## config.mk

```make
export PLATFORM = sky130hd
export DESIGN_NAME = reg_file
export DESIGN_NICKNAME = d
export VERILOG_FILES = /design/src/source/rv_isa_pkg.sv /design/src/source/reg_file.sv
export SDC_FILE = /design/constraint.sdc
export NUM_CORES = 2
export LEC_CHECK = 0
export BUFFER_PORTS_ARGS = -buffer_cell sky130_fd_sc_hd__buf_2
export CAP_MARGIN = 10
export CORE_ASPECT_RATIO = 0.7
export CORE_MARGIN = 2
export CORE_UTILIZATION = 35
export DETAILED_ROUTE_END_ITERATION = 8
export PLACE_DENSITY = 0.61
export SYNTH_ARGS = -nofsm -noshare
export SYNTH_HDL_FRONTEND = slang
export SYNTH_SLANG_ARGS = --single-unit
```

## constraint.sdc

```tcl
create_clock -name clk_i -period 5.4 [get_ports clk_i]
set_input_delay 1.08 -clock clk_i [delete_from_list [all_inputs] [get_ports clk_i]]
set_output_delay 1.08 -clock clk_i [all_outputs]
set_load 0.05 [all_outputs]
```

## src/source/rv_isa_pkg.sv

```systemverilog
package rv_isa_pkg;

  localparam int XLEN       = 64;
  localparam int REG_ADDR_W = 5;
  localparam int SHAMT_W    = 6;   // rv64 shifts reach 63

  // major opcodes handled by this slice
  localparam logic [6:0] OPC_OP     = 7'b0110011;
  localparam logic [6:0] OPC_OP_IMM = 7'b0010011;
  localparam logic [6:0] OPC_BRANCH = 7'b1100011;

  // funct3 for OP and OP-IMM
  localparam logic [2:0] F3_ADD_SUB = 3'b000;
  localparam logic [2:0] F3_SLL     = 3'b001;
  localparam logic [2:0] F3_SLT     = 3'b010;
  localparam logic [2:0] F3_SLTU    = 3'b011;
  localparam logic [2:0] F3_XOR     = 3'b100;
  localparam logic [2:0] F3_SR      = 3'b101;   // srl or sra by funct7
  localparam logic [2:0] F3_OR      = 3'b110;
  localparam logic [2:0] F3_AND     = 3'b111;

  // funct3 for BRANCH
  localparam logic [2:0] F3_BEQ  = 3'b000;
  localparam logic [2:0] F3_BNE  = 3'b001;
  localparam logic [2:0] F3_BLT  = 3'b100;
  localparam logic [2:0] F3_BGE  = 3'b101;
  localparam logic [2:0] F3_BLTU = 3'b110;
  localparam logic [2:0] F3_BGEU = 3'b111;

  localparam logic [6:0] F7_ALT = 7'b0100000;   // sub, sra

  // one instruction word, three readings of it
  typedef union packed {
    struct packed {
      logic [6:0]            funct7;
      logic [REG_ADDR_W-1:0] rs2;
      logic [REG_ADDR_W-1:0] rs1;
      logic [2:0]            funct3;
      logic [REG_ADDR_W-1:0] rd;
      logic [6:0]            opcode;
    } r_fmt;
    struct packed {
      logic [11:0]           imm12;
      logic [REG_ADDR_W-1:0] rs1;
      logic [2:0]            funct3;
      logic [REG_ADDR_W-1:0] rd;
      logic [6:0]            opcode;
    } i_fmt;
    struct packed {
      logic                  imm12;
      logic [5:0]            imm10_5;
      logic [REG_ADDR_W-1:0] rs2;
      logic [REG_ADDR_W-1:0] rs1;
      logic [2:0]            funct3;
      logic [3:0]            imm4_1;
      logic                  imm11;
      logic [6:0]            opcode;
    } b_fmt;
  } inst_u;

endpackage
```

## src/source/reg_file.sv

```systemverilog
`timescale 1ns/1ps

module reg_file
  import rv_isa_pkg::*;
(
  input  logic                  clk_i,
  input  logic                  arst_n_i,
  input  logic [REG_ADDR_W-1:0] rs1_addr_i,
  input  logic [REG_ADDR_W-1:0] rs2_addr_i,
  output logic [XLEN-1:0]       rs1_data_o,
  output logic [XLEN-1:0]       rs2_data_o,
  input  logic                  we_i,
  input  logic [REG_ADDR_W-1:0] rd_addr_i,
  input  logic [XLEN-1:0]       rd_data_i
);

  localparam int NUM_REGS = 1 << REG_ADDR_W;

  logic [XLEN-1:0] regs [NUM_REGS];

  // write port, x0 stays zero
  always_ff @(posedge clk_i or negedge arst_n_i) begin
    if (!arst_n_i) begin
      for (int i = 0; i < NUM_REGS; i++) begin
        regs[i] <= '0;
      end
    end else if (we_i && (rd_addr_i != '0)) begin
      regs[rd_addr_i] <= rd_data_i;
    end
  end

  // async reads
  assign rs1_data_o = (rs1_addr_i == '0) ? '0 : regs[rs1_addr_i];
  assign rs2_data_o = (rs2_addr_i == '0) ? '0 : regs[rs2_addr_i];

endmodule

```

## Word-level counts from Yosys, hierarchy flattened

Index checks and enable logic that the tools add are counted.

| storage, ports and cells | value |
|---|---|
| register bits | 2048 |
| output and inout port bits | 128 |
| word-level logic and storage cells | 55 |

| operators by class | value |
|---|---|
| $lt $le $gt $ge | 4 |
| multiplexer cells | 11 |
| bitwise logic cells | 3 |
| reductions and logical operators | 5 |

Operators with widths:

| cell | number |
|---|---|
| 2048-bit bitwise mux | 1 |
| 64-bit binary-select mux with 5-bit select | 2 |
| 64-bit two-way mux | 7 |
| 64-bit demux with 5-bit select | 1 |
| 6-bit greater-or-equal comparator (second input constant) | 3 |
| 5-bit NOT with 6-bit output | 3 |
| 5-bit zero test | 2 |
| 6-bit by 1-bit less-than comparator with 1-bit output (second input constant) | 1 |
| 5-bit nonzero test | 1 |
| 1-bit logical AND | 2 |

## Longest topological paths before layout

| depth | value |
|---|---|
| word-level depth | 6 |
| mapped depth | 10 |
| depth with buffers taken out | 4 |

## Worst setup path after synthesis

Ideal clock, no wire load.

| timing path | value |
|---|---|
| path type | input to output |
| start | in rs2_addr_i[1] |
| end | out rs2_data_o[39] |
| arrival time | 4.630 ns |
| required time | 4.320 ns |
| path slack | -0.310 ns |
| stages on the path | 7 |
| cell sequence | buf_4 > buf_2 > or2_2 > clkbuf_1 > o22ai_1 > nor4_1 > a2111oi_0 |

| between the ends | value |
|---|---|
| cells in the longest elaborated chain, start to end | 5 |
| elaborated cells on any way between the ends | 6 |
| classes of those cells | 4 x mux; 1 x bitwise; 1 x reduce/logical |

RTL lines:

| element | line | RTL |
|---|---|---|
| start, declared | reg_file.sv:9 | `input logic [REG_ADDR_W-1:0] rs2_addr_i,` |
| 5-bit NOT with 6-bit output (not written as such) | reg_file.sv:34 | `assign rs2_data_o = (rs2_addr_i == '0) ? '0 : regs[rs2_addr_i];` |
| 64-bit binary-select mux with 5-bit select | reg_file.sv:34 |  |
| 64-bit two-way mux (not written as such) (2 in a row) | reg_file.sv:34 |  |
| 64-bit two-way mux * | reg_file.sv:34 |  |
| end, declared | reg_file.sv:11 | `output logic [XLEN-1:0] rs2_data_o,` |

Every way passes the cells marked *; elsewhere a longest branch is shown, timed or not. The select of a mux whose other input is x is not followed.

## Final worst setup path

| timing path | value |
|---|---|
| start | in rs2_addr_i[0] |
| end | out rs2_data_o[7] |

The elaborated chain is that of the path after synthesis.

==> metrics.yaml <==
timing.hold.worst.class: "in -> async"
place.gp.congestion: 0.8014
max_cap_viols: 0
most_common_cell_after_layout_fill_and_taps_aside: "sky130_fd_sc_hd__dfrtp_1"
post_synth_num_cell_types: 48
boundaryPins: 210
relative_slew_margins: 0.1655
initial_core_util: 0.3528
cell_types_occupying_the_most_area_after_synthesis: "sky130_fd_sc_hd__dfrtp_1, sky130_fd_sc_hd__mux2_2, sky130_fd_sc_hd__mux4_2"
worst_setup_path_start_kind: "input pin"
grt_pass1_wl_mm: 526.5
use_met3: 0.05033
grtUsageMet2: 0.3487
worstSetupEndpointType: "primary output"
num_vias: 67820
synth_largest_type_area_fraction: 0.4727
cp_cell_sequence: "buf_8, buf_12, o31ai_4, buf_4, o22a_1, o221ai_1, buf_12"
comb_power_share: 0.229
ctsHoldBuffers: 0
fin_area_sq_um: 122300
critical_path_start_end_classification: "in -> out"
synth_top_cell_by_area: "sky130_fd_sc_hd__dfrtp_1"
net_switching_uw: 13190
cp_data_arrival_time_ns: 4.03
tightestPinTransition_ns: 1.252
crit_required_ns: 4.32
critical_path_max_stage_delay_ns: 1.08
final_period_minus_worst_setup_slack_ns: 5.112
globalRoute.totalOverflow: 0
timing.clock.skew_ns: 0
clockPowerShare: 0.326
synth-seq-area-share: 0.4727
level_count_of_the_clock_h_tree: 4
clkLatencyLatePin_ns: 0.87
finalWirelength_mm: 365.8
synth_edf_count: 0
max_flop_register: "regs"
viasPerCell: 6.085
area_delta_synth_final_pct: 12.76
dieArea_sq_um: 314300
cts_num_sinks: 2048
grt_util_all_layers: 0.2294
vias_in_the_first_global_route: 70420
detail_route.wl_per_cell_microns: 32.82
busiest_grt_layer: "met2"
area_of_the_core_region_sq_um: 307400
final_antenna_net_count: 0
ir_drop_v: 0.0002719
power_per_cell_area_nw_per_um2: 375.3
grt.met1_usage: 0.3304
syn_nets: 7045
swShare: 0.2874
numPortBuffers: 209
count_of_synthesis_stage_warnings_from_yosys: 0
rsz_0062_raised_after_global_routing: "no"
timing.fmax_mhz: 195.6
final-setup-viol-count: 0
timing.critical_path.fanout_max: 33
timing.setup.tns_ns: 0
crit_top_cell: "sky130_fd_sc_hd__buf_12"
total_of_flip_flops_plus_latches_after_synthesis: 2048
tritoncts.num_buffers: 204
die-width_microns: 669.3
first_pass_iters: 7
clk_transition_reported_paths_ns: 0.06
floorplan.rows: 170
ys_async_sr_fraction: 1.000
die_height_microns: 469.7
placed_area_sq_um: 115400
timing.final.crit_share: 0.9466
mostFrequentLayoutCells: "sky130_fd_sc_hd__dfrtp_1, sky130_fd_sc_hd__mux2_2, sky130_fd_sc_hd__mux4_2"
critical-path-top-delay-family: "compound AO/OA/AOI/OAI gates"
largest_register_ff_count: 2048
net_total_in_the_final_layout: 6942
timing_hold_violations_final: 0
clock_path_buffers: 4
cts_tree: "yes"
grt_antenna_before_repair: 47
synth.avg_cell_area_sq_um: 15.57
post-cts-setup-buffers: 0
postCtsResizedCells: 0
buffers_and_inverters_on_the_worst_path: 4
number_of_drc_markers_in_iteration_0: 7017
seq_power_share: 0.445
report.final.slew_viol_count: 0
slowest_library_cell_on_the_worst_path: "sky130_fd_sc_hd__o31ai_4"
remaining_drc_errors: 0
final_layout_size_suffix_gt1_frac: 0.5500
power.static_leakage_uw: 0.05270
reg.largest.list: "regs x2048"
synth-main-ff-cell: "sky130_fd_sc_hd__dfrtp_1"
fill_cells: 27850
synthesis.area_sq_um: 108400
cell_internal_power_uw: 32700
maximum_number_of_pins_on_one_net_before_global_route_repair: 161
clk_root_buffer_cell: "sky130_fd_sc_hd__clkbuf_16"
postSynthCellCount: 6963
hpwl_mm: 213.2
run_status: "complete, no violations"
## cells in the mapped netlist (9+ instances only)
| library cell | count |
|---|---|
| sky130_fd_sc_hd__a2111oi_0 | 9 |
| sky130_fd_sc_hd__mux2_1 | 14 |
| sky130_fd_sc_hd__or2_1 | 71 |
| sky130_fd_sc_hd__mux2i_1 | 520 |
| sky130_fd_sc_hd__nand2_1 | 40 |
| sky130_fd_sc_hd__nand3_1 | 9 |
| sky130_fd_sc_hd__a22o_1 | 11 |
| sky130_fd_sc_hd__a211o_1 | 13 |
| sky130_fd_sc_hd__mux4_2 | 968 |
| sky130_fd_sc_hd__dfrtp_1 | 2048 |
| sky130_fd_sc_hd__buf_6 | 10 |
| sky130_fd_sc_hd__o22ai_1 | 182 |
| sky130_fd_sc_hd__nor3_1 | 17 |
| sky130_fd_sc_hd__nand2b_1 | 14 |
| sky130_fd_sc_hd__mux2_2 | 2008 |
| sky130_fd_sc_hd__buf_4 | 26 |
| sky130_fd_sc_hd__a31o_2 | 13 |
| sky130_fd_sc_hd__buf_1 | 51 |
| sky130_fd_sc_hd__clkbuf_1 | 434 |
| sky130_fd_sc_hd__a22oi_1 | 26 |
| sky130_fd_sc_hd__buf_2 | 286 |
| sky130_fd_sc_hd__o22a_1 | 17 |
| sky130_fd_sc_hd__nor4_1 | 12 |
| sky130_fd_sc_hd__o221ai_1 | 12 |
| sky130_fd_sc_hd__a21oi_1 | 13 |
| sky130_fd_sc_hd__nor2b_1 | 39 |
| sky130_fd_sc_hd__a211oi_1 | 14 |
| sky130_fd_sc_hd__nor2_1 | 30 |
## final cells by class
type                    count  area, sq um  share of cell area
diodes                      9        22.52           0.0001842
clock buffers             304         6120             0.05005
clock inverters            51        705.7            0.005772
repair buffers            498         5015             0.04102
well taps                4128         5165             0.04224
multi-input cells        4108        53990              0.4416
flip-flops and latches   2048        51250              0.4192
## power by group through the flow
stage,logic (uW),clock network (uW),registers [uW]
3_3_place_gp,10300,0,20300
2_1_floorplan,7840,0,19800
3_5_place_dp,10500,0,20600
5_1_grt,11100,15800,20800
4_1_cts,10600,15200,20300
6_report,10500,15000,20400
## metrics by stage
step,hold slack (ns),total power (uW),utilization,setup WS (ns),std cells
after floorplan,0.4246,27660,-,0.3537,6963
after global placement,0.3604,30630,0.3753,0.1703,10780
after detailed placement,0.3632,31140,0.3755,0.3880,10780
after CTS,0.08029,46110,0.3977,0.3728,11140
after global routing,0.1337,47730,0.3978,0.3001,11140
final,0.1440,45890,0.3978,0.2883,11150
## metal layers
layer / vias to the layer above / wire [microns]
met2: 2766 / 166000
met4: 26 / 10890
li1: 26720 / -
met5: - / 277
met1: 37700 / 160200
met3: 619 / 28440
## path summary, 6_finish.rpt
| kind | slack, ns | end | startpoint | cells after the start |
|---|---|---|---|---|
| worst max-delay path | 0.29 | rs2_data_o[7] | rs2_addr_i[0] | 7 |
| min in group clk_i | 0.38 | regs[2015]$_DFFE_PN0P_ | regs[2015]$_DFFE_PN0P_ | 0 |
| worst min register to register | 0.38 | regs[2015]$_DFFE_PN0P_ | regs[2015]$_DFFE_PN0P_ | 0 |
| max in group asynchronous | 3.62 | regs[1196]$_DFFE_PN0P_ | arst_n_i | 3 |
| worst max register to register | 4.58 | regs[1516]$_DFFE_PN0P_ | regs[1516]$_DFFE_PN0P_ | 1 |
| worst min-delay path | 0.14 | regs[597]$_DFFE_PN0P_ | arst_n_i | 1 |
## cells by family (layout without fill, tap and decap cells)
group                  Yosys count  count (layout)  synth area share
flip-flops                    2048            2048            0.4727
other                            0               9                 0
buffers and inverters          807             853           0.03283
multiplexers                  3510            3510            0.4591
AO/OA/AOI/OAI                  328             328           0.02136
AND/OR/NAND/NOR                270             270           0.01409
Power figures use the tool's default switching activity.
