## config.mk

```make
export PLATFORM = sky130hd
export DESIGN_NAME = inst_decoder
export DESIGN_NICKNAME = d
export VERILOG_FILES = /design/src/source/alu_pkg.sv /design/src/source/rv_isa_pkg.sv /design/src/source/inst_decoder.sv
export SDC_FILE = /design/constraint.sdc
export NUM_CORES = 1
export LEC_CHECK = 0
export ABC_CLOCK_PERIOD_IN_PS = 2700
export BUFFER_PORTS_ARGS = -buffer_cell sky130_fd_sc_hd__buf_4
export CAP_MARGIN = 20
export CORE_ASPECT_RATIO = 0.8
export CORE_MARGIN = 2
export CORE_UTILIZATION = 36
export DETAILED_ROUTE_END_ITERATION = 12
export PLACE_DENSITY_LB_ADDON = 0.15
export SKIP_LAST_GASP = 1
export SLEW_MARGIN = 5
export SYNTH_ARGS = -nofsm -noshare
export SYNTH_HDL_FRONTEND = slang
export SYNTH_SLANG_ARGS = --single-unit
```

## constraint.sdc

```tcl
create_clock -name vclk -period 2.7
set_clock_uncertainty 0.15 [all_clocks]
set_input_delay 0.27 -clock vclk [all_inputs]
set_output_delay 0.27 -clock vclk [all_outputs]
set_load 0.005 [all_outputs]
```

## src/source/alu_pkg.sv

```systemverilog
package alu_pkg;

  localparam int ALUOP_LEN = 5;

  // arithmetic and logic
  localparam logic [ALUOP_LEN-1:0] ALUOP_ADD = 5'd0;   // also the idle code
  localparam logic [ALUOP_LEN-1:0] ALUOP_XOR = 5'd1;
  localparam logic [ALUOP_LEN-1:0] ALUOP_OR  = 5'd2;
  localparam logic [ALUOP_LEN-1:0] ALUOP_AND = 5'd3;
  localparam logic [ALUOP_LEN-1:0] ALUOP_SLL = 5'd4;
  localparam logic [ALUOP_LEN-1:0] ALUOP_SRL = 5'd5;
  localparam logic [ALUOP_LEN-1:0] ALUOP_SRA = 5'd6;
  localparam logic [ALUOP_LEN-1:0] ALUOP_SUB = 5'd7;

  // set-less-than, register and immediate
  localparam logic [ALUOP_LEN-1:0] ALUOP_SLT   = 5'd8;
  localparam logic [ALUOP_LEN-1:0] ALUOP_SLTU  = 5'd9;
  localparam logic [ALUOP_LEN-1:0] ALUOP_SLTI  = 5'd10;
  localparam logic [ALUOP_LEN-1:0] ALUOP_SLTIU = 5'd11;

  // branch conditions
  localparam logic [ALUOP_LEN-1:0] ALUOP_BEQ  = 5'd12;
  localparam logic [ALUOP_LEN-1:0] ALUOP_BNE  = 5'd13;
  localparam logic [ALUOP_LEN-1:0] ALUOP_BLT  = 5'd14;
  localparam logic [ALUOP_LEN-1:0] ALUOP_BGE  = 5'd15;
  localparam logic [ALUOP_LEN-1:0] ALUOP_BLTU = 5'd16;
  localparam logic [ALUOP_LEN-1:0] ALUOP_BGEU = 5'd17;

endpackage

```

## src/source/rv_isa_pkg.sv

```systemverilog
package rv_isa_pkg;

  localparam int XLEN       = 64;
  localparam int REG_ADDR_W = 5;
  localparam int SHAMT_W    = 6;   // rv64 shifts reach 63

  // major opcodes handled by this slice
  localparam logic [6:0] OPC_OP     = 7'b0110011;
  localparam logic [6:0] OPC_OP_IMM = 7'b0010011;
  localparam logic [6:0] OPC_BRANCH = 7'b1100011;

  // funct3 for OP and OP-IMM
  localparam logic [2:0] F3_ADD_SUB = 3'b000;
  localparam logic [2:0] F3_SLL     = 3'b001;
  localparam logic [2:0] F3_SLT     = 3'b010;
  localparam logic [2:0] F3_SLTU    = 3'b011;
  localparam logic [2:0] F3_XOR     = 3'b100;
  localparam logic [2:0] F3_SR      = 3'b101;   // srl or sra by funct7
  localparam logic [2:0] F3_OR      = 3'b110;
  localparam logic [2:0] F3_AND     = 3'b111;

  // funct3 for BRANCH
  localparam logic [2:0] F3_BEQ  = 3'b000;
  localparam logic [2:0] F3_BNE  = 3'b001;
  localparam logic [2:0] F3_BLT  = 3'b100;
  localparam logic [2:0] F3_BGE  = 3'b101;
  localparam logic [2:0] F3_BLTU = 3'b110;
  localparam logic [2:0] F3_BGEU = 3'b111;

  localparam logic [6:0] F7_ALT = 7'b0100000;   // sub, sra

  // one instruction word, three readings of it
  typedef union packed {
    struct packed {
      logic [6:0]            funct7;
      logic [REG_ADDR_W-1:0] rs2;
      logic [REG_ADDR_W-1:0] rs1;
      logic [2:0]            funct3;
      logic [REG_ADDR_W-1:0] rd;
      logic [6:0]            opcode;
    } r_fmt;
    struct packed {
      logic [11:0]           imm12;
      logic [REG_ADDR_W-1:0] rs1;
      logic [2:0]            funct3;
      logic [REG_ADDR_W-1:0] rd;
      logic [6:0]            opcode;
    } i_fmt;
    struct packed {
      logic                  imm12;
      logic [5:0]            imm10_5;
      logic [REG_ADDR_W-1:0] rs2;
      logic [REG_ADDR_W-1:0] rs1;
      logic [2:0]            funct3;
      logic [3:0]            imm4_1;
      logic                  imm11;
      logic [6:0]            opcode;
    } b_fmt;
  } inst_u;

endpackage
```

## src/source/inst_decoder.sv

```systemverilog
`timescale 1ns/1ps

module inst_decoder
  import rv_isa_pkg::*;
  import alu_pkg::*;
(
  input  inst_u                 instr_i,
  output logic [REG_ADDR_W-1:0] rs1_addr_o,
  output logic [REG_ADDR_W-1:0] rs2_addr_o,
  output logic [REG_ADDR_W-1:0] rd_addr_o,
  output logic [ALUOP_LEN-1:0]  alu_op_o,
  output logic [XLEN-1:0]       imm_o,
  output logic                  use_imm_o,
  output logic                  wr_en_o,
  output logic                  is_branch_o,
  output logic                  illegal_o
);

  logic [6:0] opcode;
  logic [2:0] funct3;
  logic [6:0] funct7;
  logic [6:0] imm_f7;   // shift-immediate funct with shamt[5] dropped
  logic       branch;
  logic       illegal;

  // opcode, funct3 and register indices sit in the same bits in every view
  assign opcode = instr_i.r_fmt.opcode;
  assign funct3 = instr_i.r_fmt.funct3;
  assign funct7 = instr_i.r_fmt.funct7;
  assign imm_f7 = {instr_i.i_fmt.imm12[11:6], 1'b0};

  always_comb begin
    rs1_addr_o = instr_i.r_fmt.rs1;
    rs2_addr_o = instr_i.r_fmt.rs2;
    alu_op_o   = ALUOP_ADD;
    use_imm_o  = 1'b0;
    branch     = 1'b0;
    illegal    = 1'b0;
    case (opcode)
      OPC_OP: begin
        case (funct3)
          F3_ADD_SUB: alu_op_o = (funct7 == F7_ALT) ? ALUOP_SUB : ALUOP_ADD;
          F3_SLL:     alu_op_o = ALUOP_SLL;
          F3_SLT:     alu_op_o = ALUOP_SLT;
          F3_SLTU:    alu_op_o = ALUOP_SLTU;
          F3_XOR:     alu_op_o = ALUOP_XOR;
          F3_SR:      alu_op_o = (funct7 == F7_ALT) ? ALUOP_SRA : ALUOP_SRL;
          F3_OR:      alu_op_o = ALUOP_OR;
          default:    alu_op_o = ALUOP_AND;
        endcase
        if (funct7 == F7_ALT) begin
          illegal = (funct3 != F3_ADD_SUB) && (funct3 != F3_SR);
        end else begin
          illegal = (funct7 != 7'd0);
        end
      end
      OPC_OP_IMM: begin
        rs2_addr_o = '0;   // no rs2 field here
        use_imm_o  = 1'b1;
        case (funct3)
          F3_ADD_SUB: alu_op_o = ALUOP_ADD;
          F3_SLT:     alu_op_o = ALUOP_SLTI;
          F3_SLTU:    alu_op_o = ALUOP_SLTIU;
          F3_XOR:     alu_op_o = ALUOP_XOR;
          F3_OR:      alu_op_o = ALUOP_OR;
          F3_AND:     alu_op_o = ALUOP_AND;
          F3_SLL: begin
            alu_op_o = ALUOP_SLL;
            illegal  = (imm_f7 != 7'd0);
          end
          default: begin   // F3_SR
            alu_op_o = (imm_f7 == F7_ALT) ? ALUOP_SRA : ALUOP_SRL;
            illegal  = (imm_f7 != 7'd0) && (imm_f7 != F7_ALT);
          end
        endcase
      end
      OPC_BRANCH: begin
        branch = 1'b1;
        case (instr_i.b_fmt.funct3)
          F3_BEQ:  alu_op_o = ALUOP_BEQ;
          F3_BNE:  alu_op_o = ALUOP_BNE;
          F3_BLT:  alu_op_o = ALUOP_BLT;
          F3_BGE:  alu_op_o = ALUOP_BGE;
          F3_BLTU: alu_op_o = ALUOP_BLTU;
          F3_BGEU: alu_op_o = ALUOP_BGEU;
          default: illegal = 1'b1;
        endcase
      end
      default: illegal = 1'b1;
    endcase
  end

  assign rd_addr_o   = instr_i.r_fmt.rd;
  assign imm_o       = {{(XLEN-12){instr_i.i_fmt.imm12[11]}}, instr_i.i_fmt.imm12};
  assign is_branch_o = branch & ~illegal;
  assign illegal_o   = illegal;
  assign wr_en_o     = ~illegal & ~branch & (rd_addr_o != '0);   // x0 never written

endmodule

```

# [After elaboration in Yosys (flattened, before gate mapping)]
# Index checks and enable logic that the tools add are counted.
[totals] regBits=0 inputBits=32 output_inout_bits=88 word_cells=42
[op_classes] n_eq_ne=14 muxes=14 n_bitwise=5 reduce_logical=9
[op_table] cell="one-hot mux 4 bit (7 select lines)" count=2
[op_table] cell="one-hot mux 5 bit (6 select lines)" count=1
[op_table] cell="one-hot mux 5 bit (3 select lines)" count=1
[op_table] cell="== test 7 x 6 -> 1 bit, second input constant" count=2
[op_table] cell="nonzero test 7 bit" count=2
[op_table] cell="== test 3 bit, second input constant" count=4
[op_table] cell="OR reduction 6 bit" count=2
[op_table] cell="== test 7 x 5 -> 1 bit, second input constant" count=1
[op_table] cell="== test 7 bit, second input constant" count=1
[op_table] cell="== test 3 x 2 -> 1 bit, second input constant" count=2
[op_table] cell="== test 6 x 5 -> 1 bit, second input constant" count=1
[op_table] cell="!= test 6 x 5 -> 1 bit, second input constant" count=1
[op_table] cell="2-to-1 mux 5 bit" count=1
[op_table] cell="nonzero test 5 bit" count=1
[op_table] cell="2-to-1 mux 1 bit" count=4
[op_table] cell="2-to-1 mux 2 bit" count=2
[op_table] cell="AND 1 bit" count=3
[op_table] cell="== test 3 x 1 -> 1 bit, second input constant" count=1
[op_table] cell="zero test 3 bit" count=1
[op_table] cell="2-to-1 mux 3 bit" count=1
[op_table] cell="!= test 3 bit, second input constant" count=1
[op_table] cell="one-hot mux 1 bit (3 select lines)" count=1
[op_table] cell="nonzero test 3 bit" count=1
[op_table] cell="logical AND 1 bit" count=2
[op_table] cell="other kinds (2)" count=3

# [Depth between registers and ports, before layout]
[depth] word_depth=7 depth_mapped=5 mapped_depth_nobuf=4

# [Worst setup path after synthesis]
# No wires, ideal clock.
[synth_timing] kind="in2out" startpoint="in instr_i[27] (netlist name)" endpoint="out alu_op_o[0]" arrival_ns=1.579 required_ns=2.280 setup_slack_ns=0.701 path_stages=5 path_cell_list="or4_4 -> buf_6 -> o31a_1 -> o311ai_1 -> o311ai_1"
[synth_via] elab_chain_cells=4
[synth_rtl] item="start: declaration" line_no="inst_decoder.sv:7" text="input inst_u instr_i,"
[synth_rtl] item="== test 7 x 6 -> 1 bit / == test 6 x 5 -> 1 bit (equally long branches)" line_no="inst_decoder.sv:42, inst_decoder.sv:47, inst_decoder.sv:72"
[synth_rtl] item="2-to-1 mux 2 bit (tied with other cells)" line_no="inst_decoder.sv:47" text="F3_SR: alu_op_o = (funct7 == F7_ALT) ? ALUOP_SRA : ALUOP_SRL;"
[synth_rtl] item="one-hot mux 4 bit (7 select lines) (on tied branches)" line_no="inst_decoder.sv:41, inst_decoder.sv:60"
[synth_rtl] item="one-hot mux 5 bit (3 select lines) *" line_no="inst_decoder.sv:39" text="case (opcode)"
[synth_rtl] item="end: declaration" line_no="inst_decoder.sv:11" text="output logic [ALUOP_LEN-1:0] alu_op_o,"
# Mark *: on every way between the ends. The rest lies on a longest branch, timed or not.

# [Worst setup path in the final report]
# Ends and elaborated chain as after synthesis.

==> qor.txt <==
Most frequent cell after synthesis: buf_4
Synth area leader: buf_4
DR iter-0 viols: 14
Seq/Total Area, Yosys: 0
Synth Warn #: 0
Post-Place Cells: 198
Number of clock buffers in the layout: 0
WL/cell: 10.7 um
WS Path Type: primary input to output port
Netlist cell types: 30
First-pass GRT wire length: 2790 um
Total grt overflow: 0
Tot GR Track Use: 0.113
Largest net degree at the start of global routing: 57
Post-DRT Antenna Nets: 0
Syn nets: 162
Postcts setup bufs: 0
Die area: 0.00296 mm2
Share of cells above drive strength 1: 0.698
Fmax: 445 MHz
CTS Hold Bufs: 0
Worst Path Required: 2280 ps
Peak supply drop: 0.0528 mV
Number of fill cells: 238
Setup_tns: 0 ps
Diodes inserted: 0
Max_cap viols: 0
Synth cell count leaders: buf_4, nor2b_1, nand3_1
TritonRoute pass-1 iters: 4
Area occupied by multi-input gates: 333 um2
RSZ-0062 raised after global routing: false
Status: completed
Core ar.: 0.00242 mm2
Post-synth top area share: 0.607
Die width: 60.4 um
Minimum clock period: 2250 ps
IO Count: 120
DP HPWL: 1760 um
Min-Delay Path Class: primary input to output port
Rows: 16
Fin. max-slew vios: 0
Drc violations: 0
Drt via density: 4.34
Syn Std Cell Area: 915 um2
Reg area: 0 um2
Crit Path Max Fanout: 7
Crit path to: alu_op_o[0]
Leading post-synthesis cells by cell area: buf_4, nor2b_1, o311ai_1, nand3_1, nor3_1
WP data arrival: 1830 ps
Startpoint type of the worst setup path: primary input
Post_cts resized: 0
Worst-Margin Slew: 456 ps
Crit path capture type: output port
Initial Utilization: 0.378
CP startpoint: instr_i[27]
DIE HEIGHT: 49.1 um
P_leak: 0.656 nW
Drt total wl: 2110 um
Vias in the first global route: 622
Fin crit share: 0.833
Final hold viol count: 0
Synthesized area per cell: 7.04 um2
Layout area overhead: 32.0%
Antenna violations before repair: 0
Mapped Cells: 130
Nets: 196
Final setup viols: 0
Routed via count: 859
RD Place Congestion: 0.813
PwrDens: 138 mW/mm2
Slew headroom: 0.696
Seq cells: 0
PortBufs: 110
Finished Layout Cells: 198
per-stage QoR:
stage / instance area [um2] / worst slack (ps) / total power [mW] / hold slack [ps] / util
final: 1210 / 451 / 0.166 / 390 / 0.498
after global routing: 1210 / 390 / 0.180 / 390 / 0.498
after CTS: 1210 / 443 / 0.167 / 390 / 0.498
after detailed placement: 1210 / 448 / 0.167 / 390 / 0.498
after global placement: 1210 / 486 / 0.166 / 390 / 0.498
after floorplan: 915 / 701 / 0.114 / 471 / -
worst max-delay path, stage by stage:
cell and delay, ps:
buf_4 110, or4_4 570, o31a_1 300, o311ai_1 280, o311ai_1 150, buf_4 150
cell type report:
type               count  area share
inverters              1     0.00311
multi-input cells     51       0.276
well taps             36      0.0373
repair buffers       110       0.684
report_power, final:
part	switching [mW]	internal [mW]	total (mW)
Combinational	0.0631	0.103	0.166
Clock	0	0	0
Sequential	0	0	0
cells in the final DEF (no fill, tap or decap):
cell / Yosys / layout
nor3_1: 4 / 4
o311ai_1: 3 / 3
and3_1: 3 / 3
a31oi_1: 1 / 1
o21ai_1: 3 / 3
and4bb_2: 1 / 1
a21o_1: 1 / 1
a211oi_1: 1 / 1
a21oi_1: 1 / 1
or4_4: 1 / 1
nand3_1: 5 / 5
nand2b_1: 2 / 2
inv_1: 1 / 1
or4_1: 1 / 1
nor4_1: 1 / 1
mux2_2: 1 / 1
nor2b_1: 9 / 9
nand2_1: 3 / 3
nand4_1: 1 / 1
nor2_1: 2 / 2
o21ai_0: 1 / 1
a221o_1: 1 / 1
o31a_1: 1 / 1
and3b_1: 1 / 1
o32a_1: 1 / 1
buf_4: 74 / 110
nand3b_1: 1 / 1
xor2_1: 1 / 1
routing by layer:
layer / routed length (um) / GRT usage
met5: 0 / 0
met4: 0 / 0.00370
met3: 255 / 0.0106
met1: 827 / 0.148
met2: 1030 / 0.207
worst min-delay path by stage:
stage / startpoint / endpoint / slack, ps / cells past startpoint
2_1_floorplan: instr_i[20] / imm_o[0] / 470 / 1
3_3_place_gp: instr_i[15] / rs1_addr_o[0] / 390 / 0
3_5_place_dp: instr_i[15] / rs1_addr_o[0] / 390 / 0
4_1_cts: instr_i[15] / rs1_addr_o[0] / 390 / 0
5_1_grt: instr_i[18] / rs1_addr_o[3] / 390 / 0
6_report: instr_i[18] / rs1_addr_o[3] / 390 / 0
kinds of logic after synthesis:
logic type	Yosys count	share of synthesized area
AO/OA/AOI/OAI	14	0.111
XOR/XNOR	1	0.00958
buffers and inverters	79	0.636
multiplexers	1	0.0123
AND/OR/NAND/NOR	35	0.231
(Power assumes the default switching activity.)
