===== src/source/alu_pkg.sv =====
package alu_pkg;

  localparam int ALUOP_LEN = 5;

  // arithmetic and logic
  localparam logic [ALUOP_LEN-1:0] ALUOP_ADD = 5'd0;   // also the idle code
  localparam logic [ALUOP_LEN-1:0] ALUOP_XOR = 5'd1;
  localparam logic [ALUOP_LEN-1:0] ALUOP_OR  = 5'd2;
  localparam logic [ALUOP_LEN-1:0] ALUOP_AND = 5'd3;
  localparam logic [ALUOP_LEN-1:0] ALUOP_SLL = 5'd4;
  localparam logic [ALUOP_LEN-1:0] ALUOP_SRL = 5'd5;
  localparam logic [ALUOP_LEN-1:0] ALUOP_SRA = 5'd6;
  localparam logic [ALUOP_LEN-1:0] ALUOP_SUB = 5'd7;

  // set-less-than, register and immediate
  localparam logic [ALUOP_LEN-1:0] ALUOP_SLT   = 5'd8;
  localparam logic [ALUOP_LEN-1:0] ALUOP_SLTU  = 5'd9;
  localparam logic [ALUOP_LEN-1:0] ALUOP_SLTI  = 5'd10;
  localparam logic [ALUOP_LEN-1:0] ALUOP_SLTIU = 5'd11;

  // branch conditions
  localparam logic [ALUOP_LEN-1:0] ALUOP_BEQ  = 5'd12;
  localparam logic [ALUOP_LEN-1:0] ALUOP_BNE  = 5'd13;
  localparam logic [ALUOP_LEN-1:0] ALUOP_BLT  = 5'd14;
  localparam logic [ALUOP_LEN-1:0] ALUOP_BGE  = 5'd15;
  localparam logic [ALUOP_LEN-1:0] ALUOP_BLTU = 5'd16;
  localparam logic [ALUOP_LEN-1:0] ALUOP_BGEU = 5'd17;

endpackage


===== src/source/rv_isa_pkg.sv =====
package rv_isa_pkg;

  localparam int XLEN       = 64;
  localparam int REG_ADDR_W = 5;
  localparam int SHAMT_W    = 6;   // rv64 shifts reach 63

  // major opcodes handled by this slice
  localparam logic [6:0] OPC_OP     = 7'b0110011;
  localparam logic [6:0] OPC_OP_IMM = 7'b0010011;
  localparam logic [6:0] OPC_BRANCH = 7'b1100011;

  // funct3 for OP and OP-IMM
  localparam logic [2:0] F3_ADD_SUB = 3'b000;
  localparam logic [2:0] F3_SLL     = 3'b001;
  localparam logic [2:0] F3_SLT     = 3'b010;
  localparam logic [2:0] F3_SLTU    = 3'b011;
  localparam logic [2:0] F3_XOR     = 3'b100;
  localparam logic [2:0] F3_SR      = 3'b101;   // srl or sra by funct7
  localparam logic [2:0] F3_OR      = 3'b110;
  localparam logic [2:0] F3_AND     = 3'b111;

  // funct3 for BRANCH
  localparam logic [2:0] F3_BEQ  = 3'b000;
  localparam logic [2:0] F3_BNE  = 3'b001;
  localparam logic [2:0] F3_BLT  = 3'b100;
  localparam logic [2:0] F3_BGE  = 3'b101;
  localparam logic [2:0] F3_BLTU = 3'b110;
  localparam logic [2:0] F3_BGEU = 3'b111;

  localparam logic [6:0] F7_ALT = 7'b0100000;   // sub, sra

  // one instruction word, three readings of it
  typedef union packed {
    struct packed {
      logic [6:0]            funct7;
      logic [REG_ADDR_W-1:0] rs2;
      logic [REG_ADDR_W-1:0] rs1;
      logic [2:0]            funct3;
      logic [REG_ADDR_W-1:0] rd;
      logic [6:0]            opcode;
    } r_fmt;
    struct packed {
      logic [11:0]           imm12;
      logic [REG_ADDR_W-1:0] rs1;
      logic [2:0]            funct3;
      logic [REG_ADDR_W-1:0] rd;
      logic [6:0]            opcode;
    } i_fmt;
    struct packed {
      logic                  imm12;
      logic [5:0]            imm10_5;
      logic [REG_ADDR_W-1:0] rs2;
      logic [REG_ADDR_W-1:0] rs1;
      logic [2:0]            funct3;
      logic [3:0]            imm4_1;
      logic                  imm11;
      logic [6:0]            opcode;
    } b_fmt;
  } inst_u;

endpackage

===== src/source/alu.sv =====
`timescale 1ns/1ps

module alu
  import rv_isa_pkg::*;
  import alu_pkg::*;
(
  input  logic [XLEN-1:0]      alu_a_i,
  input  logic [XLEN-1:0]      alu_b_i,
  input  logic [ALUOP_LEN-1:0] alu_op_i,
  output logic [XLEN-1:0]      alu_out_o,
  output logic                 compare_out_o   // condition result, also for slt
);

  function automatic logic [XLEN-1:0] bit_rev(input logic [XLEN-1:0] din);
    logic [XLEN-1:0] dout;
    for (int i = 0; i < XLEN; i++) begin
      dout[i] = din[XLEN-1-i];
    end
    return dout;
  endfunction

  // one-hot op decode
  logic op_add, op_xor, op_or, op_and, op_sll, op_srl, op_sra, op_sub;
  logic op_slt, op_sltu, op_slti, op_sltiu;
  logic op_beq, op_bne, op_blt, op_bge, op_bltu, op_bgeu;

  assign op_add   = (alu_op_i == ALUOP_ADD);
  assign op_xor   = (alu_op_i == ALUOP_XOR);
  assign op_or    = (alu_op_i == ALUOP_OR);
  assign op_and   = (alu_op_i == ALUOP_AND);
  assign op_sll   = (alu_op_i == ALUOP_SLL);
  assign op_srl   = (alu_op_i == ALUOP_SRL);
  assign op_sra   = (alu_op_i == ALUOP_SRA);
  assign op_sub   = (alu_op_i == ALUOP_SUB);
  assign op_slt   = (alu_op_i == ALUOP_SLT);
  assign op_sltu  = (alu_op_i == ALUOP_SLTU);
  assign op_slti  = (alu_op_i == ALUOP_SLTI);
  assign op_sltiu = (alu_op_i == ALUOP_SLTIU);
  assign op_beq   = (alu_op_i == ALUOP_BEQ);
  assign op_bne   = (alu_op_i == ALUOP_BNE);
  assign op_blt   = (alu_op_i == ALUOP_BLT);
  assign op_bge   = (alu_op_i == ALUOP_BGE);
  assign op_bltu  = (alu_op_i == ALUOP_BLTU);
  assign op_bgeu  = (alu_op_i == ALUOP_BGEU);

  // shared adder, every compare is a subtract
  logic            is_cmp;
  logic            sub_op;
  logic [XLEN:0]   a_ext;
  logic [XLEN:0]   b_ext;
  logic [XLEN:0]   add_out;
  logic            carry_top;
  logic            is_zero;
  logic            of_flag;
  logic            lt_s;
  logic            lt_u;
  logic            cmp;

  assign is_cmp = op_slt | op_sltu | op_slti | op_sltiu |
                  op_beq | op_bne | op_blt | op_bge | op_bltu | op_bgeu;
  assign sub_op = op_sub | is_cmp;

  assign a_ext   = {alu_a_i[XLEN-1], alu_a_i};   // doubled sign bit
  assign b_ext   = {alu_b_i[XLEN-1], alu_b_i} ^ {(XLEN+1){sub_op}};
  assign add_out = a_ext + b_ext + (XLEN+1)'(sub_op);

  // carry into the doubled sign position is the carry out of bit XLEN-1
  assign carry_top = a_ext[XLEN] ^ b_ext[XLEN] ^ add_out[XLEN];
  assign is_zero   = (add_out[XLEN-1:0] == '0);
  assign of_flag   = add_out[XLEN] ^ add_out[XLEN-1];
  assign lt_s      = add_out[XLEN-1] ^ of_flag;   // sign xor overflow
  assign lt_u      = sub_op ^ carry_top;          // no carry means borrow

  assign cmp = ((op_slt | op_slti | op_blt) & lt_s) |
               ((op_sltu | op_sltiu | op_bltu) & lt_u) |
               (op_bge & ~lt_s) |
               (op_bgeu & ~lt_u) |
               (op_beq & is_zero) |
               (op_bne & ~is_zero);

  // shifter, right shifts go through the left shifter reversed
  logic               shift_right;
  logic [SHAMT_W-1:0] shamt;
  logic [XLEN-1:0]    sh_in;
  logic [XLEN-1:0]    sh_res;
  logic [XLEN-1:0]    srl_res;
  logic [XLEN-1:0]    sra_mask;
  logic [XLEN-1:0]    sra_res;

  assign shift_right = op_srl | op_sra;
  assign shamt       = alu_b_i[SHAMT_W-1:0];
  assign sh_in       = shift_right ? bit_rev(alu_a_i) : alu_a_i;
  assign sh_res      = sh_in << shamt;
  assign srl_res     = bit_rev(sh_res);
  assign sra_mask    = {XLEN{1'b1}} >> shamt;   // ones where data bits survive
  assign sra_res     = (srl_res & sra_mask) | ({XLEN{alu_a_i[XLEN-1]}} & ~sra_mask);

  // final select
  logic [XLEN-1:0] res;

  assign res = (op_add | op_sub) ? add_out[XLEN-1:0] :
               op_and            ? (alu_a_i & alu_b_i) :
               op_or             ? (alu_a_i | alu_b_i) :
               op_xor            ? (alu_a_i ^ alu_b_i) :
               op_sll            ? sh_res :
               op_srl            ? srl_res :
               op_sra            ? sra_res :
               '0;

  assign alu_out_o     = is_cmp ? {XLEN{cmp}} : res;   // compares give all ones or zeros
  assign compare_out_o = cmp;

endmodule


===== config.mk =====
export PLATFORM = sky130hd
export DESIGN_NAME = alu
export DESIGN_NICKNAME = d
export VERILOG_FILES = /design/src/source/alu_pkg.sv /design/src/source/rv_isa_pkg.sv /design/src/source/alu.sv
export SDC_FILE = /design/constraint.sdc
export NUM_CORES = 1
export LEC_CHECK = 0
export BUFFER_PORTS_ARGS = -buffer_cell sky130_fd_sc_hd__buf_2
export CAP_MARGIN = 30
export CORE_ASPECT_RATIO = 1.2
export CORE_MARGIN = 5
export CORE_UTILIZATION = 27
export DETAILED_ROUTE_END_ITERATION = 10
export PLACE_DENSITY = 0.43
export SETUP_SLACK_MARGIN = 0.2
export SLEW_MARGIN = 25
export SYNTH_ARGS = -nofsm -noshare
export SYNTH_HDL_FRONTEND = slang
export SYNTH_SLANG_ARGS = --single-unit
export TNS_END_PERCENT = 5

===== constraint.sdc =====
create_clock -name vclk -period 15.4
set_clock_uncertainty 0.1 [all_clocks]
set_input_delay 2.31 -clock vclk [all_inputs]
set_output_delay 2.31 -clock vclk [all_outputs]
set_load 0.1 [all_outputs]

### After elaboration in Yosys (flattened, before gate mapping)

Cells that the tools add are included.

| cells by class | value |
|---|---|
| add/sub/neg operators | 2 |
| equal/unequal tests | 17 |
| shift operators | 2 |
| muxes and demuxes | 9 |
| bitwise logic cells | 43 |
| reduce and logical (&&, ||, !) cells | 2 |

Operators by type and width:

| cell | count |
|---|---|
| $mux 64 | 9 |
| $and 64x64->64 | 3 |
| $or 64x64->64 | 2 |
| $add 65x1->65 | 1 |
| $add 65x65->65 | 1 |
| $xor 65x65->65 | 1 |
| $logic_not 64->1 | 1 |
| $not 64->64 | 1 |
| $shl 64x6->64 | 1 |
| $shr 64x6->64 const A | 1 |
| $xor 64x64->64 | 1 |
| $eq 5x4->1 const B | 8 |
| $or 1x1->1 | 21 |
| $eq 5x3->1 const B | 4 |
| $eq 5x2->1 const B | 2 |
| $eq 5x5->1 const B | 2 |
| $and 1x1->1 | 6 |
| $eq 5x1->1 const B | 1 |
| $logic_not 5->1 | 1 |
| $xor 1x1->1 | 5 |
| $not 1->1 | 3 |

| storage, ports and cells | value |
|---|---|
| register bits | 0 |
| bits of input ports | 133 |
| output and inout bits | 65 |

### Logic depth before layout (Yosys ltp)

Gate-level depths: netlist (run 1).

| logic depth | value |
|---|---|
| depth in word-level cells | 23 |
| depth in mapped cells | 23 |
| mapped depth without buffers | 18 |

### Worst setup path after synthesis (run 1)

Ideal clock, no wire load.

| timing path | value |
|---|---|
| path type | in2out |
| start point | input port alu_b_i[1] |
| end point | output port alu_out_o[17] |
| data arrival time | 8.343 ns |
| setup slack | 4.647 ns |
| stages | 23 |
| buffers on the path | 7 |
| cell sequence | clkbuf_1 -> clkinv_1 -> buf_2 -> buf_2 -> clkbuf_1 -> buf_2 -> xnor2_1 -> inv_1 -> fa_1 -> nor2b_1 -> o311ai_2 -> a211o_2 -> a211oi_2 -> a211oi_2 -> o211ai_2 -> mux2_2 -> or4_1 -> nor4_1 -> nand4_1 -> mux2i_1 -> buf_4 -> buf_2 -> nand4b_1 |

| between the ends | value |
|---|---|
| longest elaborated chain between the ends | 12 |
| elaborated cells on any way between the ends | 36 |
| classes of those cells | add/sub: 2; shift: 2; mux: 8; bitwise: 23; reduce/logical: 1 |

RTL lines:

| what | line | text |
|---|---|---|
| start: declaration | alu.sv:8 | `input logic [XLEN-1:0] alu_b_i,` |
| $xor 65x65->65 or $shr 64x6->64 (tied branches) | alu.sv:64, alu.sv:95 |  |
| $add 65x65->65 or $not 64->64 (tied branches) | alu.sv:65, alu.sv:96 |  |
| $add 65x1->65 or $and 64x64->64 (tied branches) | alu.sv:65, alu.sv:96 |  |
| $xor 1x1->1 (tied with other cells) | alu.sv:70 | `assign of_flag = add_out[XLEN] ^ add_out[XLEN-1];` |
| $xor 1x1->1 (tied with other cells) | alu.sv:71 | `assign lt_s = add_out[XLEN-1] ^ of_flag;` |
| $and 1x1->1 (tied with other cells) | alu.sv:74 | `assign cmp = ((op_slt \| op_slti \| op_blt) & lt_s) \|` |
| $or 1x1->1 (tied with other cells) | alu.sv:74 |  |
| $or 1x1->1 or $mux 64 (tied branches) | alu.sv:75, alu.sv:104 |  |
| $or 1x1->1 or $mux 64 (tied branches) | alu.sv:76, alu.sv:103 |  |
| $or 1x1->1 or $mux 64 (tied branches) | alu.sv:77, alu.sv:102 |  |
| $or 1x1->1 or $mux 64 (tied branches) | alu.sv:78, alu.sv:101 |  |
| $mux 64 (*) | alu.sv:110 | `assign alu_out_o = is_cmp ? {XLEN{cmp}} : res;` |
| end: declaration | alu.sv:10 | `output logic [XLEN-1:0] alu_out_o,` |

Every way passes the cells marked *; elsewhere a longest branch is shown, timed or not.

### Worst setup path in the final report (run 1)

| timing path | value |
|---|---|
| start point | input port alu_op_i[1] |
| end point | output port alu_out_o[37] |

| between the ends | value |
|---|---|
| longest elaborated chain between the ends | 23 |
| elaborated cells on any way between the ends | 69 |
| classes of those cells | add/sub: 2; eq/ne: 17; shift: 1; mux: 9; bitwise: 38; reduce/logical: 2 |

RTL lines:

| what | line | text |
|---|---|---|
| start: declaration | alu.sv:9 | `input logic [ALUOP_LEN-1:0] alu_op_i,` |
| $eq 5x4->1, on equally long branches | alu.sv:35, alu.sv:36 |  |
| $or 1x1->1 (4 in series) | alu.sv:59 | `assign is_cmp = op_slt \| op_sltu \| op_slti \| op_sltiu \|` |
| $or 1x1->1 (5 in series) | alu.sv:60 | `op_beq \| op_bne \| op_blt \| op_bge \| op_bltu \| op_bgeu;` |
| $or 1x1->1 | alu.sv:61 | `assign sub_op = op_sub \| is_cmp;` |
| $xor 65x65->65 | alu.sv:64 | `assign b_ext = {alu_b_i[XLEN-1], alu_b_i} ^ {(XLEN+1){sub_op}};` |
| $add 65x65->65 | alu.sv:65 | `assign add_out = a_ext + b_ext + (XLEN+1)'(sub_op);` |
| $add 65x1->65 | alu.sv:65 |  |
| $xor 1x1->1, on equally long branches | alu.sv:70, alu.sv:68 |  |
| $xor 1x1->1, on equally long branches | alu.sv:71, alu.sv:72 |  |
| $and 1x1->1 (tied with other cells) | alu.sv:74 |  |
| $or 1x1->1 or $and 1x1->1 (tied branches) | alu.sv:74, alu.sv:76 |  |
| $or 1x1->1 | alu.sv:75 | `((op_sltu \| op_sltiu \| op_bltu) & lt_u) \|` |
| $or 1x1->1 | alu.sv:76 | `(op_bge & ~lt_s) \|` |
| $or 1x1->1 | alu.sv:77 | `(op_bgeu & ~lt_u) \|` |
| $or 1x1->1 | alu.sv:78 | `(op_beq & is_zero) \|` |
| $mux 64 (*) | alu.sv:110 |  |

Marks and branches as above.

==> key figures, run 1 <==
Outcome
  • Status: finished, final reports clean

Worst setup path
  • Endpoint class of the critical path: output pin
  • Crit path kind: input pin to output pin
  • Buffers and inverters on the worst path: 4
  • Worst EP arrival: 10.84 ns
  • Crit-path max cell delay: roughly 0.83 ns
  • CP delay by family, top: simple AND/OR/NAND/NOR gates
  • Max FO, Critical Path: 38
  • CP startpoint kind: input pin
  • Required @ worst endpoint: roughly 13 ns
  • Worst path cell trace: buf_2 > or4b_4 > and2_1 > nand2_4 > buf_4 > xnor2_1 > ha_1 > a21oi_1 > o221ai_1 > o211a_1 > or2_2 > xnor2_1 > nor4bb_1 > nand4b_1 > nor4_1 > nand4_1 > mux2i_4 > buf_8 > or4b_1 > buf_2
  • CP max stage cell: nor4bb_1

Drt
  • DRT iter0 DRCs: 2871
  • Post-Route WL: 120000 microns
  • DRC: 0
  • Post-DRT Antenna Nets: 0
  • DRT Pass-1 Iters: 7
  • Vias: 21300
  • Per-cell routed wire length: 36.9 microns
  • DR vias/cell: 6.55

Clock network
  • Postcts setup bufs: 0
  • Hold_buf cts: 0
  • CTS resizes: 0

STA
  • Final Setup Violations: 0
  • Least-Margin Pin Slew: 1.02 ns
  • Max-slew violation count: 0
  • Setup TNS: 0 ns
  • Final period util: 0.860
  • Fin. Hold Viols: 0
  • FMAX: 0.0755 GHz
  • Fin crit period: between 10 and 15 ns
  • Slew HR: 0.313
  • RSZ-0062 raised after global routing: no

Global route
  • Total grt overflow: 0
  • First-pass GRT wire length: 165000 microns
  • GRT Util Overall: 0.343
  • Vias in the first global route: 20500
  • Initial antenna violation count: 7
  • Largest net degree at the start of global routing: 59

Synthesis
  • Synth top area cells: ha_1, mux4_2, a21oi_1
  • Netlist cell types: 88
  • Top cell type's share of synthesized area: 0.146
  • Syn Inst Count: about 2400
  • Syn Area/Cell: 6.94 sq um
  • Yosys top cell by area: ha_1
  • Synth Cell Area: 16500 sq um
  • Seq/Total Area, Yosys: 0
  • Syn_nets: between 2000 and 3000
  • Yosys warns: 0

Placed design
  • Number of port buffers: ~200
  • Placed inst area: between 15000 and 20000 sq um
  • RD Place Congestion: 1.03
  • Detailed Place HPWL: 97500 microns

Layout
  • Seq cells: 0
  • Commonest non-fill, non-tap cells in the layout: nand2_1, a21oi_1, buf_2
  • Layout cell share with drive strength beyond 1: 0.168
  • Most common cell after layout, fill and taps aside: nand2_1
  • Reg area: 0 sq um
  • NumNets Final: 2775
  • Multi-input gate area: 15200 sq um
  • Fillers: 6788
  • Final instance area: roughly 18000 sq um
  • Area Growth Syn to Fin: 11.1%
  • Clock buf count: 0

Floorplan
  • Initial Util: 0.272
  • Core box area: 60600 sq um
  • # IOs: 198
  • Die height: 280 microns
  • DIE AREA: 66000 sq um
  • FP Rows: 99
  • Die W: roughly 240 microns

Worst hold path
  • Hold Path Class: input pin to output pin

Run
  • Max-cap violations: 0
synthesized netlist by cell type, drive strengths merged, types with 33 or more instances:
master,instances
ha,192
a21oi,236
xnor2,104
a31oi,34
inv,144
o21ai,188
nor2,196
a221oi,33
mux4,97
nor3,52
nand3,49
mux2i,102
clkbuf,130
nand4,42
nand2,285
buf,56
metal layers:
layer	GRT usage	part of all wire	up-vias	wire, microns
li1	-	-	9031	-
met1	0.427	0.39	10500	46700
met2	0.559	0.45	1381	53900
met3	0.0525	0.077	375	9270
met4	0.210	0.084	10	10100
met5	0	0.00057	-	69
tightest hold or removal path: cells and delay by family:
kind | cells | cell delay, ns
buffers and inverters | 2 | 0.52
AND/OR/NAND/NOR | 1 | 0.08
AO/OA/AOI/OAI | 1 | 0.06
adder cells (fa/ha/maj) | 1 | 0.13
worst paths after layout:
check,endpoint,startpoint,cells after the start
worst max-delay path,alu_out_o[37],alu_op_i[1],20
worst min-delay path,alu_out_o[53],alu_b_i[53],5
cell families after synthesis:
group | synth area share
compound gates | 0.295
xor+xnor | 0.0644
fa+ha+maj | 0.147
buf+inv | 0.0786
mux | 0.200
simple gates | 0.216
area by class of cell:
type,count,area share
inverters,147,0.0302
diodes,1,0.000137
repair buffers,262,0.0806
multi-input cells,2038,0.834
well taps,808,0.0553
stage by stage:
step	setup slack (ns)	std cells	utilization	hold WS (ns)
after floorplan	4.65	2371	-	5.35
after global placement	1.84	3251	0.301	5.31
after detailed placement	2.43	3255	0.302	5.31
after CTS	2.37	3255	0.302	5.31
after global routing	2.12	3255	0.302	5.36
final	2.15	3256	0.302	5.31
==> inputs of run 2 (changes only) <==
--- a/config.mk
+++ b/config.mk
@@ -9,9 +9,9 @@
 export CAP_MARGIN = 30
 export CORE_ASPECT_RATIO = 1.2
 export CORE_MARGIN = 5
-export CORE_UTILIZATION = 27
+export CORE_UTILIZATION = 30
 export DETAILED_ROUTE_END_ITERATION = 10
-export PLACE_DENSITY = 0.43
+export PLACE_DENSITY = 0.47
 export SETUP_SLACK_MARGIN = 0.2
 export SLEW_MARGIN = 25
 export SYNTH_ARGS = -nofsm -noshare
==> key figures, run 2 (synthesis results as in run 1) <==
Floorplan
  • Core box area: 54600 sq um (-9.9%)
  • Die height: 267 microns (-4.9%)
  • Die W: 224 microns (-4.9%)
  • FP Rows: 94 (-5.1%)
  • # IOs: 198 (unchanged)
  • Initial Util: 0.302 (+0.0299)
  • DIE AREA: 59700 sq um (-9.6%)

Drt
  • DRT iter0 DRCs: 2991 (+4.2%)
  • DRC: 0 (unchanged)
  • Per-cell routed wire length: 36.6 microns (-0.86%)
  • Post-DRT Antenna Nets: 0 (unchanged)
  • DRT Pass-1 Iters: 6 (-1)
  • Post-Route WL: 116000 microns (-3.8%)
  • Vias: 21200 (-0.45%)
  • DR vias/cell: 6.72 (+2.6%)

Worst setup path
  • Required @ worst endpoint: 12.99 ns (about the same)
  • Worst path cell trace: buf_2 > or4b_4 > and2_1 > nand2_4 > buf_4 > buf_4 > xnor2_1 > ha_1 > nand4_1 > nor4_1 > o2111ai_1 > a31oi_1 > o2111ai_1 > nand2_1 > nor3b_1 > nor4b_1 > nand4_1 > mux2i_4 > buf_4 > or4b_1 > buf_2
  • CP max stage cell: nor3b_1
  • Worst EP arrival: 11.23 ns (+0.39 ns)
  • Max FO, Critical Path: 43 (+13%)
  • CP dominant cell by count: buf_4
  • Endpoint class of the critical path: output pin
  • Crit-path max cell delay: 0.73 ns (-0.10 ns)
  • CP delay by family, top: simple AND/OR/NAND/NOR gates
  • Buffers and inverters on the worst path: 5 (+1)
  • Crit path kind: input pin to output pin
  • CP startpoint kind: input pin

Clock network
  • CTS resizes: 0 (unchanged)
  • Hold_buf cts: 0 (unchanged)
  • Postcts setup bufs: 0 (unchanged)

STA
  • Final period util: 0.886 (+0.0256)
  • Slew HR: 0.301 (-0.0125)
  • Fin crit period: 13.64 ns (+0.394 ns)
  • Final Setup Violations: 0 (unchanged)
  • RSZ-0062 raised after global routing: no
  • Setup TNS: 0 ns (unchanged)
  • Hold_ws: 5.30 ns (-0.00962 ns)
  • Max-slew violation count: 0 (unchanged)
  • Fin. Hold Viols: 0 (unchanged)
  • FMAX: 0.0733 GHz (-2.9%)
  • Least-Margin Pin Slew: 1.04 ns (+0.0186 ns)

Global route
  • Largest net degree at the start of global routing: 68 (+15%)
  • First-pass GRT wire length: 159000 microns (-4.1%)
  • Total grt overflow: 0 (unchanged)
  • Vias in the first global route: 20100 (-1.8%)
  • Initial antenna violation count: 5 (-2)
  • GRT Util Overall: 0.365 (+0.0227)

Layout
  • Area Growth Syn to Fin: 9.91%
  • Non-filler cells, final: 3160 (-2.9%)
  • Fillers: 6141 (-9.5%)
  • Commonest non-fill, non-tap cells in the layout: nand2_1, a21oi_1, buf_2
  • NumNets Final: 2763 (-0.43%)
  • Seq cells: 0 (unchanged)
  • Layout cell share with drive strength beyond 1: 0.165 (-0.00369)
  • Post-layout util: 0.332 (+0.0296)
  • Most common cell after layout, fill and taps aside: nand2_1
  • Clock buf count: 0 (unchanged)
  • Reg area: 0 sq um (unchanged)

Run
  • Max-cap violations: 0 (unchanged)

Placed design
  • Detailed Place HPWL: 93100 microns (-4.5%)
  • RD Place Congestion: 1.12 (+8.8%)
  • Placed cells: 3155 (-3.1%)
  • Number of port buffers: 198 (unchanged)

Worst hold path
  • Hold path cells: 5 (unchanged)
  • Hold Startpoint: alu_b_i[53]
  • Hold Path Class: input pin to output pin
  • Hold EP: alu_out_o[53]

Outcome
  • Status: finished, final reports clean
## run 2: final cells by class
cell class	count	area [sq um]	share of cell area
multi-input combinational	2038	15200	0.843
timing repair buffer	250	1380	0.0762
tap	720	901	0.0498
inverter	147	553	0.0306
antenna	5	12.5	0.000692
## run 2: metal layers
layer  share of wire  track usage  vias up
met1            0.39        0.463    10400
met3           0.087       0.0535      347
met5         0.00010            0        -
met4           0.084        0.237        2
met2            0.44        0.579     1445
li1                -            -     9005
## run 2: stage by stage
step                cell area (sq um)  setup slack (ns)
floorplan                       16500              4.65
global placement                18100              1.35
detailed placement              18100              1.99
CTS                             18100              1.96
global route                    18100              1.63
finish                          18100              1.76
## run 2: worst min-delay path, stage by stage
cell and delay [ns]:
buf_2 0.09, ha_1 0.13, a22oi_1 0.06, nand3_1 0.08
buf_2 0.43
## run 2: how the worst max path moves through the flow
stage,start,end,slack (ns),cells after the start
2_1_floorplan,alu_b_i[1],alu_out_o[17],4.65,23
3_3_place_gp,alu_op_i[1],alu_out_o[37],1.35,21
3_5_place_dp,alu_op_i[1],alu_out_o[37],1.99,21
4_1_cts,alu_op_i[1],alu_out_o[37],1.96,21
5_1_grt,alu_op_i[1],alu_out_o[37],1.63,21
6_report,alu_op_i[1],alu_out_o[37],1.76,21
